$ cat src/hdl/dma_cfg_pkg.sv
// DMA read path configuration: bus widths, AXI constants and default sizes
`default_nettype none

package dma_cfg_pkg;

   // ************************************************************************
   // Bus widths
   // ************************************************************************
   localparam int ADDR_WIDTH     = 32; // External and TCDM byte address
   localparam int DATA_WIDTH     = 64; // One AXI beat / one TCDM word
   localparam int LEN_WIDTH      = 15; // Command length in bytes
   localparam int TID_WIDTH      = 4;  // Transaction ID, also the AXI ID
   localparam int AXI_LEN_WIDTH  = 8;  // AXI4 burst length field

   // Bytes to beats
   localparam int BEAT_BYTES_LOG = 3;
   localparam logic [2:0] AXI_SIZE_BEAT = 3'd3; // 8 bytes per beat

   // ************************************************************************
   // Default sizes, overridden from the top level
   // ************************************************************************
   localparam int NB_OUTSTANDING_DEF = 4; // Bursts in flight
   localparam int CMD_DEPTH_DEF      = 4; // Command queue entries
   localparam int BEAT_DEPTH_DEF     = 8; // Response beat queue entries

endpackage

`default_nettype wire

$ cat src/hdl/dma_types_pkg.sv
// DMA read path payload types for commands, issued bursts and response beats
`default_nettype none

package dma_types_pkg;

   import dma_cfg_pkg::*;

   // One queued command as it arrives on the req/gnt port
   typedef struct packed {
      logic [ADDR_WIDTH-1:0] ext_add;  // Source byte address in external memory
      logic [ADDR_WIDTH-1:0] tcdm_add; // Destination byte address in TCDM
      logic [LEN_WIDTH-1:0]  len;      // Length in bytes
      logic                  bst;      // INCR burst when set, FIXED otherwise
   } dma_cmd_t;

   // Issued burst, held from the AR handshake until its last beat is written
   typedef struct packed {
      logic [ADDR_WIDTH-1:0] tcdm_add; // Base address of the write sequence
      logic [TID_WIDTH-1:0]  tid;      // ID reported on done
   } dma_trans_t;

   // One accepted R beat
   // The AXI ID does not travel with the data
   typedef struct packed {
      logic [DATA_WIDTH-1:0] data;
      logic                  last;     // Closes the burst
   } dma_beat_t;

endpackage

`default_nettype wire

$ cat src/hdl/dma_tid_if.sv
// Link between the read control and the transaction ID pool
`default_nettype none

interface dma_tid_if #(
   parameter int TID_WIDTH = 4
) ();

   logic                 valid;   // At least one ID is free
   logic [TID_WIDTH-1:0] tid;     // Lowest free ID
   logic                 alloc;   // Take tid this cycle
   logic                 rel;     // Give rel_tid back to the pool
   logic [TID_WIDTH-1:0] rel_tid;

   modport pool (output valid, tid, input alloc, rel, rel_tid);
   modport ctrl (input valid, tid, output alloc, rel, rel_tid);

endinterface

`default_nettype wire

$ cat src/hdl/dma_fifo.sv
// Synchronous circular queue with a type-parameterized payload and visible head
`default_nettype none

module dma_fifo #(
   parameter type T     = logic,
   parameter int  DEPTH = 4
) (
   input  logic clk_i,
   input  logic rst_ni,
   input  logic push_i,
   input  T     wdata_i,
   output logic full_o,
   input  logic pop_i,
   output T     rdata_o,
   output logic empty_o
);

   localparam int PTR_W = (DEPTH > 1) ? $clog2(DEPTH) : 1;
   localparam int CNT_W = $clog2(DEPTH + 1);

   T                 mem_q [DEPTH];     // Storage, no reset needed
   logic [PTR_W-1:0] wr_ptr_q;
   logic [PTR_W-1:0] rd_ptr_q;
   logic [CNT_W-1:0] cnt_q;             // Occupancy
   logic             do_push;
   logic             do_pop;

   // Wraps at DEPTH, also for sizes that are not a power of two
   function automatic logic [PTR_W-1:0] ptr_inc(input logic [PTR_W-1:0] ptr);
      return (ptr == PTR_W'(DEPTH - 1)) ? '0 : ptr + 1'b1;
   endfunction

   assign full_o  = (cnt_q == CNT_W'(DEPTH));
   assign empty_o = (cnt_q == '0);        // Flags come from registered count
   assign do_push = push_i && !full_o;    // Drop a push into a full queue
   assign do_pop  = pop_i && !empty_o;
   assign rdata_o = mem_q[rd_ptr_q];      // Head is always on the output

   always_ff @(posedge clk_i)
   begin
      if (do_push)
         mem_q[wr_ptr_q] <= wdata_i;
   end

   always_ff @(posedge clk_i or negedge rst_ni)
   begin
      if (!rst_ni)
      begin
         wr_ptr_q <= '0;
         rd_ptr_q <= '0;
         cnt_q    <= '0;
      end
      else
      begin
         if (do_push) wr_ptr_q <= ptr_inc(wr_ptr_q);
         if (do_pop)  rd_ptr_q <= ptr_inc(rd_ptr_q);
         if (do_push && !do_pop)      cnt_q <= cnt_q + 1'b1;
         else if (do_pop && !do_push) cnt_q <= cnt_q - 1'b1;
      end
   end

endmodule

`default_nettype wire

$ cat src/hdl/dma_tid_pool.sv
// Transaction ID pool: free-bit vector with lowest-free allocation and release
`default_nettype none

module dma_tid_pool
   import dma_cfg_pkg::*;
#(
   parameter int NB_OUTSTANDING = NB_OUTSTANDING_DEF
) (
   input  logic      clk_i,
   input  logic      rst_ni,
   dma_tid_if.pool   tid_p
);

   // One bit per ID, so at most NB_OUTSTANDING bursts can be open
   logic [NB_OUTSTANDING-1:0] free_q;

   // Priority search, the lowest free ID wins
   always_comb
   begin
      tid_p.valid = |free_q;
      tid_p.tid   = '0;
      for (int i = NB_OUTSTANDING - 1; i >= 0; i--)
      begin
         if (free_q[i])
            tid_p.tid = TID_WIDTH'(i);
      end
   end

   // Alloc and release never hit the same ID in one cycle
   always_ff @(posedge clk_i or negedge rst_ni)
   begin
      if (!rst_ni)
         free_q <= '1;                    // All IDs free
      else
      begin
         for (int i = 0; i < NB_OUTSTANDING; i++)
         begin
            if (tid_p.alloc && tid_p.tid == TID_WIDTH'(i))
               free_q[i] <= 1'b0;         // Taken by an AR handshake
            else if (tid_p.rel && tid_p.rel_tid == TID_WIDTH'(i))
               free_q[i] <= 1'b1;         // Burst closed on its last beat
         end
      end
   end

endmodule

`default_nettype wire

$ cat src/hdl/dma_rx_ctrl.sv
// AXI4 read control: AR issue with beat count and R beat acceptance
`default_nettype none

module dma_rx_ctrl
   import dma_cfg_pkg::*, dma_types_pkg::*;
(
   input  logic                     clk_i,
   input  logic                     rst_ni,

   // Command queue head
   input  dma_cmd_t                 cmd_i,
   input  logic                     cmd_empty_i,
   output logic                     cmd_pop_o,

   // Transaction queue tail
   output dma_trans_t               trans_o,
   input  logic                     trans_full_i,
   output logic                     trans_push_o,

   // ID pool
   dma_tid_if.ctrl                  tid_c,

   // AXI4 read address channel
   output logic                     ar_valid_o,
   output logic [ADDR_WIDTH-1:0]    ar_addr_o,
   output logic [AXI_LEN_WIDTH-1:0] ar_len_o,
   output logic [2:0]               ar_size_o,
   output logic [1:0]               ar_burst_o,
   output logic [TID_WIDTH-1:0]     ar_id_o,
   input  logic                     ar_ready_i,

   // AXI4 read data channel
   input  logic                     r_valid_i,
   input  logic [DATA_WIDTH-1:0]    r_data_i,
   input  logic                     r_last_i,
   input  logic [TID_WIDTH-1:0]     r_id_i,
   output logic                     r_ready_o,

   // Beat queue tail
   output dma_beat_t                beat_o,
   input  logic                     beat_full_i,
   output logic                     beat_push_o
);

   logic [LEN_WIDTH-1:0]      beats_nb;  // Aligned burst length
   logic [BEAT_BYTES_LOG:0]   low_sum;   // Carry bit marks a crossed word
   logic                      rel_q;
   logic [TID_WIDTH-1:0]      rel_tid_q;

   // ************************************************************************
   // Beat count
   // ************************************************************************
   assign low_sum  = {1'b0, cmd_i.ext_add[BEAT_BYTES_LOG-1:0]}
                   + {1'b0, cmd_i.len[BEAT_BYTES_LOG-1:0]};
   assign beats_nb = (cmd_i.len >> BEAT_BYTES_LOG)
                   + LEN_WIDTH'(low_sum[BEAT_BYTES_LOG]); // One more if sum >= 8

   // ************************************************************************
   // Request side
   // ************************************************************************
   // Valid only when slave, pool and both queues all agree
   assign ar_valid_o   = !cmd_empty_i && ar_ready_i && tid_c.valid && !trans_full_i;
   assign cmd_pop_o    = ar_valid_o;     // Handshake completes in this cycle
   assign tid_c.alloc  = ar_valid_o;
   assign trans_push_o = ar_valid_o;
   assign trans_o      = '{tcdm_add: cmd_i.tcdm_add, tid: tid_c.tid};

   assign ar_addr_o  = cmd_i.ext_add;
   assign ar_len_o   = beats_nb[AXI_LEN_WIDTH-1:0];
   assign ar_size_o  = AXI_SIZE_BEAT;
   assign ar_burst_o = {1'b0, cmd_i.bst};  // FIXED or INCR
   assign ar_id_o    = tid_c.tid;

   // ************************************************************************
   // Response side
   // ************************************************************************
   assign r_ready_o   = !beat_full_i;
   assign beat_push_o = r_valid_i && r_ready_o;
   assign beat_o      = '{data: r_data_i, last: r_last_i};

   // Release registered, the ID comes back one cycle after the last beat
   always_ff @(posedge clk_i or negedge rst_ni)
   begin
      if (!rst_ni)
         rel_q <= 1'b0;
      else
         rel_q <= beat_push_o && r_last_i;
   end

   always_ff @(posedge clk_i)
   begin
      if (beat_push_o && r_last_i)
         rel_tid_q <= r_id_i;             // Slave answers in issue order
   end

   assign tid_c.rel     = rel_q;
   assign tid_c.rel_tid = rel_tid_q;

endmodule

`default_nettype wire

$ cat src/hdl/dma_tcdm_wr.sv
// TCDM writer: walks each burst over consecutive words and flags its last beat
`default_nettype none

module dma_tcdm_wr
   import dma_cfg_pkg::*, dma_types_pkg::*;
(
   input  logic                  clk_i,
   input  logic                  rst_ni,
   input  dma_beat_t             beat_i,
   input  logic                  beat_empty_i,
   output logic                  beat_pop_o,
   input  dma_trans_t            trans_i,
   input  logic                  trans_empty_i,
   output logic                  trans_pop_o,
   output logic                  tcdm_req_o,
   output logic [ADDR_WIDTH-1:0] tcdm_add_o,
   output logic [DATA_WIDTH-1:0] tcdm_wdata_o,
   input  logic                  tcdm_gnt_i,
   output logic                  done_o,
   output logic [TID_WIDTH-1:0]  done_tid_o
);

   localparam int OFF_W = ADDR_WIDTH - BEAT_BYTES_LOG;

   typedef enum logic {IDLE, RUN} state_e;

   state_e                state_q, state_d;
   logic [OFF_W-1:0]      off_q;         // Word offset inside the burst
   logic [ADDR_WIDTH-1:0] base_q;        // Base latched on the first beat
   logic                  wr_fire;

   // A beat always has its transaction queued ahead of it
   assign tcdm_req_o   = !beat_empty_i && !trans_empty_i;
   assign wr_fire      = tcdm_req_o && tcdm_gnt_i;
   assign tcdm_wdata_o = beat_i.data;    // Held by the queue head while stalled
   assign beat_pop_o   = wr_fire;
   assign trans_pop_o  = wr_fire && beat_i.last;
   assign done_o       = trans_pop_o;    // Same cycle as the last grant
   assign done_tid_o   = trans_i.tid;

   // First word goes straight to the head address
   always_comb
   begin
      if (state_q == IDLE)
         tcdm_add_o = trans_i.tcdm_add;
      else
         tcdm_add_o = base_q + {off_q, {BEAT_BYTES_LOG{1'b0}}};
   end

   always_comb
   begin
      state_d = state_q;
      case (state_q)
         IDLE:    if (wr_fire && !beat_i.last) state_d = RUN;  // Burst longer than one
         RUN:     if (wr_fire && beat_i.last)  state_d = IDLE;
         default: state_d = IDLE;
      endcase
   end

   always_ff @(posedge clk_i or negedge rst_ni)
   begin
      if (!rst_ni)
      begin
         state_q <= IDLE;
         off_q   <= '0;
      end
      else
      begin
         state_q <= state_d;
         if (wr_fire)
            off_q <= beat_i.last ? '0 : off_q + 1'b1;  // Eight bytes per beat
      end
   end

   always_ff @(posedge clk_i)
   begin
      if (state_q == IDLE && wr_fire)
         base_q <= trans_i.tcdm_add;
   end

endmodule

`default_nettype wire

$ cat src/hdl/dma_rx_top.sv
// DMA read path top: command queue, AXI read control, ID pool, beat queue, TCDM writer
`default_nettype none

module dma_rx_top
   import dma_cfg_pkg::*, dma_types_pkg::*;
#(
   parameter int NB_OUTSTANDING = NB_OUTSTANDING_DEF,
   parameter int CMD_DEPTH      = CMD_DEPTH_DEF,
   parameter int BEAT_DEPTH     = BEAT_DEPTH_DEF
) (
   input  logic                     clk_i,
   input  logic                     rst_ni,
   // Command port
   input  logic                     cmd_req_i,
   input  logic [ADDR_WIDTH-1:0]    cmd_ext_add_i,
   input  logic [ADDR_WIDTH-1:0]    cmd_tcdm_add_i,
   input  logic [LEN_WIDTH-1:0]     cmd_len_i,
   input  logic                     cmd_bst_i,
   output logic                     cmd_gnt_o,
   // AXI4 AR
   output logic                     ar_valid_o,
   output logic [ADDR_WIDTH-1:0]    ar_addr_o,
   output logic [AXI_LEN_WIDTH-1:0] ar_len_o,
   output logic [2:0]               ar_size_o,
   output logic [1:0]               ar_burst_o,
   output logic [TID_WIDTH-1:0]     ar_id_o,
   input  logic                     ar_ready_i,
   // AXI4 R
   input  logic                     r_valid_i,
   input  logic [DATA_WIDTH-1:0]    r_data_i,
   input  logic                     r_last_i,
   input  logic [TID_WIDTH-1:0]     r_id_i,
   output logic                     r_ready_o,
   // TCDM
   output logic                     tcdm_req_o,
   output logic [ADDR_WIDTH-1:0]    tcdm_add_o,
   output logic [DATA_WIDTH-1:0]    tcdm_wdata_o,
   input  logic                     tcdm_gnt_i,
   // Completion
   output logic                     done_o,
   output logic [TID_WIDTH-1:0]     done_tid_o
);

   dma_cmd_t   cmd_in, cmd_head;
   dma_trans_t trans_in, trans_head;
   dma_beat_t  beat_in, beat_head;
   logic       cmd_push, cmd_full, cmd_empty, cmd_pop;
   logic       trans_push, trans_full, trans_empty, trans_pop;
   logic       beat_push, beat_full, beat_empty, beat_pop;

   dma_tid_if #(.TID_WIDTH(TID_WIDTH)) tid_link ();

   // Command taken on req and gnt both high
   assign cmd_gnt_o = !cmd_full;
   assign cmd_push  = cmd_req_i && cmd_gnt_o;
   assign cmd_in    = '{ext_add: cmd_ext_add_i, tcdm_add: cmd_tcdm_add_i,
                        len: cmd_len_i, bst: cmd_bst_i};

   dma_fifo #(.T(dma_cmd_t), .DEPTH(CMD_DEPTH)) i_cmd_fifo (
      .clk_i, .rst_ni, .push_i(cmd_push), .wdata_i(cmd_in), .full_o(cmd_full),
      .pop_i(cmd_pop), .rdata_o(cmd_head), .empty_o(cmd_empty));

   // One entry per open burst
   dma_fifo #(.T(dma_trans_t), .DEPTH(NB_OUTSTANDING)) i_trans_fifo (
      .clk_i, .rst_ni, .push_i(trans_push), .wdata_i(trans_in), .full_o(trans_full),
      .pop_i(trans_pop), .rdata_o(trans_head), .empty_o(trans_empty));

   dma_fifo #(.T(dma_beat_t), .DEPTH(BEAT_DEPTH)) i_beat_fifo (
      .clk_i, .rst_ni, .push_i(beat_push), .wdata_i(beat_in), .full_o(beat_full),
      .pop_i(beat_pop), .rdata_o(beat_head), .empty_o(beat_empty));

   dma_tid_pool #(.NB_OUTSTANDING(NB_OUTSTANDING)) i_tid_pool (
      .clk_i, .rst_ni, .tid_p(tid_link.pool));

   dma_rx_ctrl i_rx_ctrl (
      .clk_i, .rst_ni,
      .cmd_i(cmd_head), .cmd_empty_i(cmd_empty), .cmd_pop_o(cmd_pop),
      .trans_o(trans_in), .trans_full_i(trans_full), .trans_push_o(trans_push),
      .tid_c(tid_link.ctrl),
      .ar_valid_o, .ar_addr_o, .ar_len_o, .ar_size_o, .ar_burst_o, .ar_id_o, .ar_ready_i,
      .r_valid_i, .r_data_i, .r_last_i, .r_id_i, .r_ready_o,
      .beat_o(beat_in), .beat_full_i(beat_full), .beat_push_o(beat_push));

   dma_tcdm_wr i_tcdm_wr (
      .clk_i, .rst_ni,
      .beat_i(beat_head), .beat_empty_i(beat_empty), .beat_pop_o(beat_pop),
      .trans_i(trans_head), .trans_empty_i(trans_empty), .trans_pop_o(trans_pop),
      .tcdm_req_o, .tcdm_add_o, .tcdm_wdata_o, .tcdm_gnt_i,
      .done_o, .done_tid_o);

endmodule

`default_nettype wire

$ cat config.mk
export PLATFORM = sky130hd
export DESIGN_NAME = dma_rx_top
export DESIGN_NICKNAME = d
export VERILOG_FILES = /design/src/hdl/dma_cfg_pkg.sv /design/src/hdl/dma_types_pkg.sv /design/src/hdl/dma_tid_if.sv /design/src/hdl/dma_fifo.sv /design/src/hdl/dma_tid_pool.sv /design/src/hdl/dma_rx_ctrl.sv /design/src/hdl/dma_tcdm_wr.sv /design/src/hdl/dma_rx_top.sv
export SDC_FILE = /design/constraint.sdc
export NUM_CORES = 1
export LEC_CHECK = 0
export ABC_AREA = 1
export BUFFER_PORTS_ARGS = -buffer_cell sky130_fd_sc_hd__buf_2
export CAP_MARGIN = 5
export CORE_MARGIN = 2
export CORE_UTILIZATION = 45
export CTS_BUF_LIST = sky130_fd_sc_hd__clkbuf_16
export CTS_CLUSTER_SIZE = 24
export DETAILED_ROUTE_END_ITERATION = 10
export SLEW_MARGIN = 10
export SYNTH_ARGS = -nofsm -noshare
export SYNTH_HDL_FRONTEND = slang
export SYNTH_SLANG_ARGS = --single-unit
$ cat constraint.sdc
create_clock -name clk_i -period 5 [get_ports clk_i]
set_input_delay 0.25 -clock clk_i [delete_from_list [all_inputs] [get_ports clk_i]]
set_output_delay 0.25 -clock clk_i [all_outputs]
set_load 0.01 [all_outputs]
# --- Word level (Yosys, flattened, before mapping) ---
# Memories as Yosys holds them, arrays and structs flattened.
# Cells that the tools add are included.
classes:
  reduce_logical: 57
  addsub: 16
  bitwise: 1
  eq_ne: 15
  mux: 35
ops:
  columns: ["operator", "count"]
  rows:
  - ["32-bit adder", 1]
  - ["32-bit 2-to-1 mux", 1]
  - ["1-bit logical AND", 31]
  - ["29-bit by 1-bit adder with 29-bit output (second input constant)", 1]
  - ["29-bit 2-to-1 mux", 1]
  - ["4-bit 2-to-1 mux", 5]
  - ["3-bit 2-to-1 mux", 6]
  - ["4-bit by 2-bit equality test with 1-bit output (second input constant)", 4]
  - ["1-bit 2-to-1 mux", 16]
  - ["2-bit nonzero test", 7]
  - ["1-bit logical NOT", 13]
  - ["3-bit by 1-bit adder with 3-bit output (second input constant)", 4]
  - ["3-bit equality test (second input constant)", 4]
  - ["4-bit logical NOT", 3]
  - ["2-bit 2-to-1 mux", 5]
  - ["2-bit by 1-bit adder with 2-bit output (second input constant)", 4]
  - ["8-bit by 1-bit adder with 8-bit output", 1]
  - ["2-bit equality test (second input constant)", 4]
  - ["4-bit by 1-bit equality test with 1-bit output (second input constant)", 2]
  - ["3-bit logical NOT", 2]
  - ["3-bit by 1-bit subtractor with 3-bit output (second input constant)", 2]
  - ["3-bit by 3-bit adder with 4-bit output", 1]
  - ["4-bit by 1-bit adder with 4-bit output (second input constant)", 1]
  - ["4-bit equality test (second input constant)", 1]
  - ["other kinds (4)", 4]
totals:
  regBits: 95
  n_memories: 3
  output_inout_bits: 154
  ramBits: 984
memory_table:
  columns: ["memory", "words", "word_bits", "read_ports", "rd_ports_with_merged_regs", "write_ports", "line", "text"]
  rows:
  - ["i_beat_fifo.mem_q", 8, 65, 1, 0, 1, "dma_fifo.sv:21", "T mem_q [DEPTH];"]
  - ["i_cmd_fifo.mem_q", 4, 80, 1, 0, 1, "dma_fifo.sv:21", null]
  - ["i_trans_fifo.mem_q", 4, 36, 1, 0, 1, "dma_fifo.sv:21", null]

# --- Logic depth before layout (Yosys ltp) ---
logic_depth:
  ltp_word: 10
  mapped_depth: 16
  mapped_depth_nobuf: 13

# --- Hierarchy ---
# A second synthesis with hierarchy kept.
unflattened:
  cells_unflattened: 4938
  area_unflattened_um2: 50398.3
modules_own_cells:
  columns: ["module", "instances", "area_each_um2", "cells_each"]
  rows:
  - ["dma_fifo (i_beat_fifo)", 1, 23014.6, 2334]
  - ["dma_fifo (i_cmd_fifo)", 1, 13649.3, 994]
  - ["dma_fifo (i_trans_fifo)", 1, 6202.2, 480]
  - ["dma_tcdm_wr", 1, 5761.8, 889]
  - ["dma_rx_ctrl", 1, 1463.9, 193]
  - ["dma_tid_pool", 1, 292.8, 45]
  - ["dma_rx_top", 1, 13.8, 3]

# --- Least setup slack after synthesis ---
# No wires, ideal clock.
synth_path:
  path_kind: "reg-to-reg"
  from: "reg i_cmd_fifo.cnt_q[0]"
  to: "mem i_cmd_fifo.mem_q[0][0] in the netlist's numbering, enable pin"
  path_slack_ns: 0.579
  stages_incl_launch_ff: 5
  n_path_buf: 0
  t_arrival_ns: 3.911
  t_required_ns: 4.489
  setup_time_ns: 0.511
  path_cell_list: "dfrtp_1 -> inv_1 -> nand3_1 -> nand2_1 -> nor2_1"
synth_via:
  elab_chain_cells: 6
synth_lines:
  columns: ["element", "line", "text"]
  rows:
  - ["start: declaration", "dma_fifo.sv:24", "logic [CNT_W-1:0] cnt_q;"]
  - ["start signal: assignment", "dma_fifo.sv:57", "if (do_push && !do_pop) cnt_q <= cnt_q + 1'b1;"]
  - ["start signal: assignment", "dma_fifo.sv:58", "else if (do_pop && !do_push) cnt_q <= cnt_q - 1'b1;"]
  - ["3-bit equality test (*)", "dma_fifo.sv:33", "assign full_o = (cnt_q == CNT_W'(DEPTH));"]
  - ["1-bit logical NOT (*)", "dma_rx_top.sv:54", "assign cmd_gnt_o = !cmd_full;"]
  - ["via cmd_gnt_o", "dma_rx_top.sv:19", "output logic cmd_gnt_o,"]
  - ["1-bit logical AND", "dma_rx_top.sv:55", "assign cmd_push = cmd_req_i && cmd_gnt_o;"]
  - ["1-bit logical AND (*)", "dma_fifo.sv:35", "assign do_push = push_i && !full_o;"]
  - ["1-bit 2-to-1 mux (*)", "dma_fifo.sv:41", "if (do_push)"]
  - ["1-bit 2-to-1 mux (not written as such) (*)", "dma_fifo.sv:42", "mem_q[wr_ptr_q] <= wdata_i;"]
  - ["end: declaration", "dma_fifo.sv:21", null]
# Mark *: on every way through the listed nets, which the timed path passes. The rest lies on a longest branch.

# --- Worst setup path after layout ---
layout_path:
  from: "reg i_cmd_fifo.rd_ptr_q[0]"
  to: "out ar_len_o[6]"
layout_via:
  elab_chain_cells: 3
layout_lines:
  columns: ["element", "line", "text"]
  rows:
  - ["start: declaration", "dma_fifo.sv:23", "logic [PTR_W-1:0] rd_ptr_q;"]
  - ["start signal: assignment", "dma_fifo.sv:56", "if (do_pop) rd_ptr_q <= ptr_inc(rd_ptr_q);"]
  - ["memory read 4 x 80 bit (*)", null, null]
  - ["3-bit by 3-bit adder with 4-bit output", "dma_rx_ctrl.sv:54", "+ {1'b0, cmd_i.len[BEAT_BYTES_LOG-1:0]};"]
  - ["8-bit by 1-bit adder with 8-bit output (*)", "dma_rx_ctrl.sv:56", "+ LEN_WIDTH'(low_sum[BEAT_BYTES_LOG]);"]
  - ["end: declaration", "dma_rx_top.sv:23", "output logic [AXI_LEN_WIDTH-1:0] ar_len_o,"]
# Every way passes the cells marked *; elsewhere a longest branch is shown, timed or not.

==> results.md <==
- Status: complete, no violations
- Ys Warns: 0
- R2r worst-path depth: 9
- Critical Path Sink Type: output port
- Worst skew pair latency: 0.69 ns
- Final worst slack: 0.8992 ns
- Setup crit end: ar_len_o[6]
- Simple-gate share of the synthesized area: 11.91%
- Crit path launch type: flop
- DR iter-0 viols: 2,032
- Hold Vio Cnt, Final: 0
- Share of cells above drive strength 1: 13.31%
- CTS root buffer: clkbuf_16
- Die width: 315.4 um
- RSZ-0062 raised after global routing: false
- Synth Flop Type: edfxtp_1
- R2R Path End: i_trans_fifo.cnt_q[1]
- Vias in the first global route: 27,184
- Starting Density: 45.26%
- DR WL met2: 47,730 um
- Via-to-Cell Ratio: 5.230
- Post-synthesis compound-gate area fraction: 9.854%
- R2R Setup Slk: 1.91 ns
- CTS tree: built
- Clk pin slew, worst setup/hold paths: 0.06 ns
- Met1 WL: 46,130 um
- Max Cap Viol: 0
- Layout area overhead: 17.23%
- Dpl ws: 1.549 ns
- Sequential Power Share: 40.8%
- 1st-pass router iterations: 7
- Largest family of logic cells by synthesized area: simple AND/OR/NAND/NOR gates
- R2r startpoint: i_cmd_fifo.cnt_q[0]
- Syn Area/Cell: 12.03 um2
- Crit Path Class: flop to output port
- P_leak: 18.54 nW
- Worst EP required: 4.75 ns
- Power share of the combinational group: 33.3%
- Net switching power: 0.01095 W
- Buffers on Ports: 296
- Final-layout fill cell count: 8,208
- Final setup vio count: 0
- Post-synthesis xor/xnor area fraction: 0.5017%
- Yosys top cell by area: edfxtp_1
- Synth top area cells: edfxtp_1 69%, nor2_1 6.5%, o21ai_0 5.7%, nand2_1 3.3%, dfrtp_1 3.2%
- CP max FO: 79
- VDD IR max: 0.0004093 V
- Hpwl dp: 57,920 um
- Seq/Total Area, Yosys: 71.93%
- Post-synth EDFFs: 996
- I/O Pins: 309
- Share of power burned in the clock network: 25.9%
- Routability cong.: 0.8834
- Ys async rst share: 5.592%
- First-pass GRT wire length: 155,300 um
- Max H-tree Level: 3
- Final setup TNS: 0 ns
- Vias: 28,124
- Fmax: 243.9 MHz
- Avg WL per Cell: 18.97 um
- Slew @ Worst Pin: 1.144 ns
- Core Area: 0.09642 mm2
- Largest net degree at the start of global routing: 151
- Area share of fa/ha/maj cells after synthesis: 1.674%
- Total grt overflow: 0
- Die ar.: 0.09949 mm2
- NumNets Final: 4,216
- Die height: 315.4 um
- Mapped Area: 0.04364 mm2
- DRT antenna net count: 0
- Multiplexer share of the synthesized area: 0%
- Synth unique cells: 46
- Top cell type's share of synthesized area: 68.53%
- Synth cell count leaders: 996 x edfxtp_1, 759 x nor2_1, 497 x o21ai_0
- Pwr Density: 588.1 mW/mm2
- TritonCTS Buffers: 109
- Clock tree buffer depth: 3
- HP Class: primary input to async pin
- Total GRT Usage: 20.28%
- Top Layer Used: met5
- Synthesized instance count: 3,627
- Met3 wire len: 5292 um
- Row count: 114
- CP arrival: 3.85 ns
- Min cycle time layout: 4.101 ns
- Pins Over Slew Limit: 0
- CP Launch Point: i_cmd_fifo.rd_ptr_q[0]
- Internal cell power: 0.01914 W
- Net Sw Frac: 36.39%
- Initial antenna violation count: 10
- # clock sinks: 1,055
- Drc violations: 0
- Tcrit/Tclk final: 82.02%
- Top-count cell post-synth: edfxtp_1
- Yosys reg bits: 1,055
- Final WL: 102,000 um
- Max_slew headroom: 23.72%
- Clock skew: 0.02710 ns
flip-flops by register name, summed over array words and instances (netlist names), named ones only:
signal                   cells
i_beat_fifo.mem_q          520
i_cmd_fifo.mem_q           304
i_trans_fifo.mem_q         136
i_tcdm_wr.base_q            32
i_tcdm_wr.off_q             29
i_beat_fifo.cnt_q            4
i_rx_ctrl.tid_c.rel_tid      4
i_tid_pool.free_q            4
i_beat_fifo.rd_ptr_q         3
i_beat_fifo.wr_ptr_q         3
i_cmd_fifo.cnt_q             3
i_trans_fifo.cnt_q           3
i_cmd_fifo.rd_ptr_q          2
i_cmd_fifo.wr_ptr_q          2
i_trans_fifo.rd_ptr_q        2
i_trans_fifo.wr_ptr_q        2
i_rx_ctrl.tid_c.rel          1
cell usage in the layout, fill, tap and decap left out, types with 50 or more instances in the layout:
cell / instances
a31oi_1: 69
buf_2: 296
clkbuf_16: 110
dfrtp_1: 50
dlygate4sd3_1: 148
edfxtp_1: 996
ha_1: 52
inv_1: 194
nand2_1: 383
nand3_1: 79
nor2_1: 742
o21ai_0: 497
o22ai_1: 168
per-stage QoR:
step                      hold WS, ns  cells  utilization, %  area (um2)  power [W]
after global placement         0.2021   5022           47.91       46200    0.02235
after CTS                      0.1057   5371           53.05       51150    0.03040
after detailed placement       0.1965   5022           47.91       46200    0.02248
after global routing           0.1259   5377           53.06       51160    0.03191
final                          0.1378   5377           53.06       51160    0.03009
after floorplan              -0.04559   3633               -       43660    0.01895
what timing repair did:
item,CTS,global route
buffers inserted,0,0
hold endpoints to repair,843,0
resized for setup,0,0
hold buffers,148,0
power groups by stage:
stage | combinational (W) | clock, W | sequential, W
floorplan | 0.00669 | 0 | 0.0123
global placement | 0.00992 | 0 | 0.0124
detailed placement | 0.0100 | 0 | 0.0125
CTS | 0.0102 | 0.00797 | 0.0123
global route | 0.0112 | 0.00833 | 0.0124
finish | 0.0100 | 0.00781 | 0.0123
layout make-up:
cell class / instances / area (um2) / area share (%)
well taps: 1276 / 1597 / 3.120
repair buffers: 484 / 3401 / 6.647
inverters: 177 / 676.9 / 1.323
diodes: 6 / 15.01 / 0.02935
clock inverters: 91 / 718.2 / 1.404
multi-input cells: 2178 / 10600 / 20.72
clock buffers: 110 / 2753 / 5.380
flip-flops and latches: 1055 / 31400 / 61.38
kinds of logic after synthesis:
family / after synthesis
other: 2
AND/OR/NAND/NOR: 1295
flip-flops: 1055
XOR/XNOR: 25
buffers and inverters: 400
AO/OA/AOI/OAI: 794
adder cells (fa/ha/maj): 56
critical path, stage by stage (launching register included):
cell and delay (ns):
dfrtp_4 0.67, inv_4 0.65, buf_4 0.74, nand2_1 0.13
nand3_1 0.17, nand2_1 0.12, nor3_2 0.24, nand4_1 0.13
xor2_1 0.15, buf_2 0.14
worst min path at each step:
| stage | start | slack, ns | to | cells past startpoint |
|---|---|---|---|---|
| finish | rst_ni | 0.14 | i_tid_pool.free_q[0] | 2 |
| global route | rst_ni | 0.13 | i_tid_pool.free_q[0] | 2 |
| CTS | rst_ni | 0.11 | i_tid_pool.free_q[0] | 2 |
| detailed placement | rst_ni | 0.20 | i_rx_ctrl.tid_c.rel | 1 |
| global placement | rst_ni | 0.20 | i_rx_ctrl.tid_c.rel | 1 |
| floorplan | rst_ni | -0.05 | async pin | 0 |
layer usage:
metal	global-route usage, %	vias up
li1	-	13683
met1	28.02	13632
met2	32.51	633
met3	3.653	168
met4	6.991	8
met5	0	-
(Power assumes the default switching activity.)
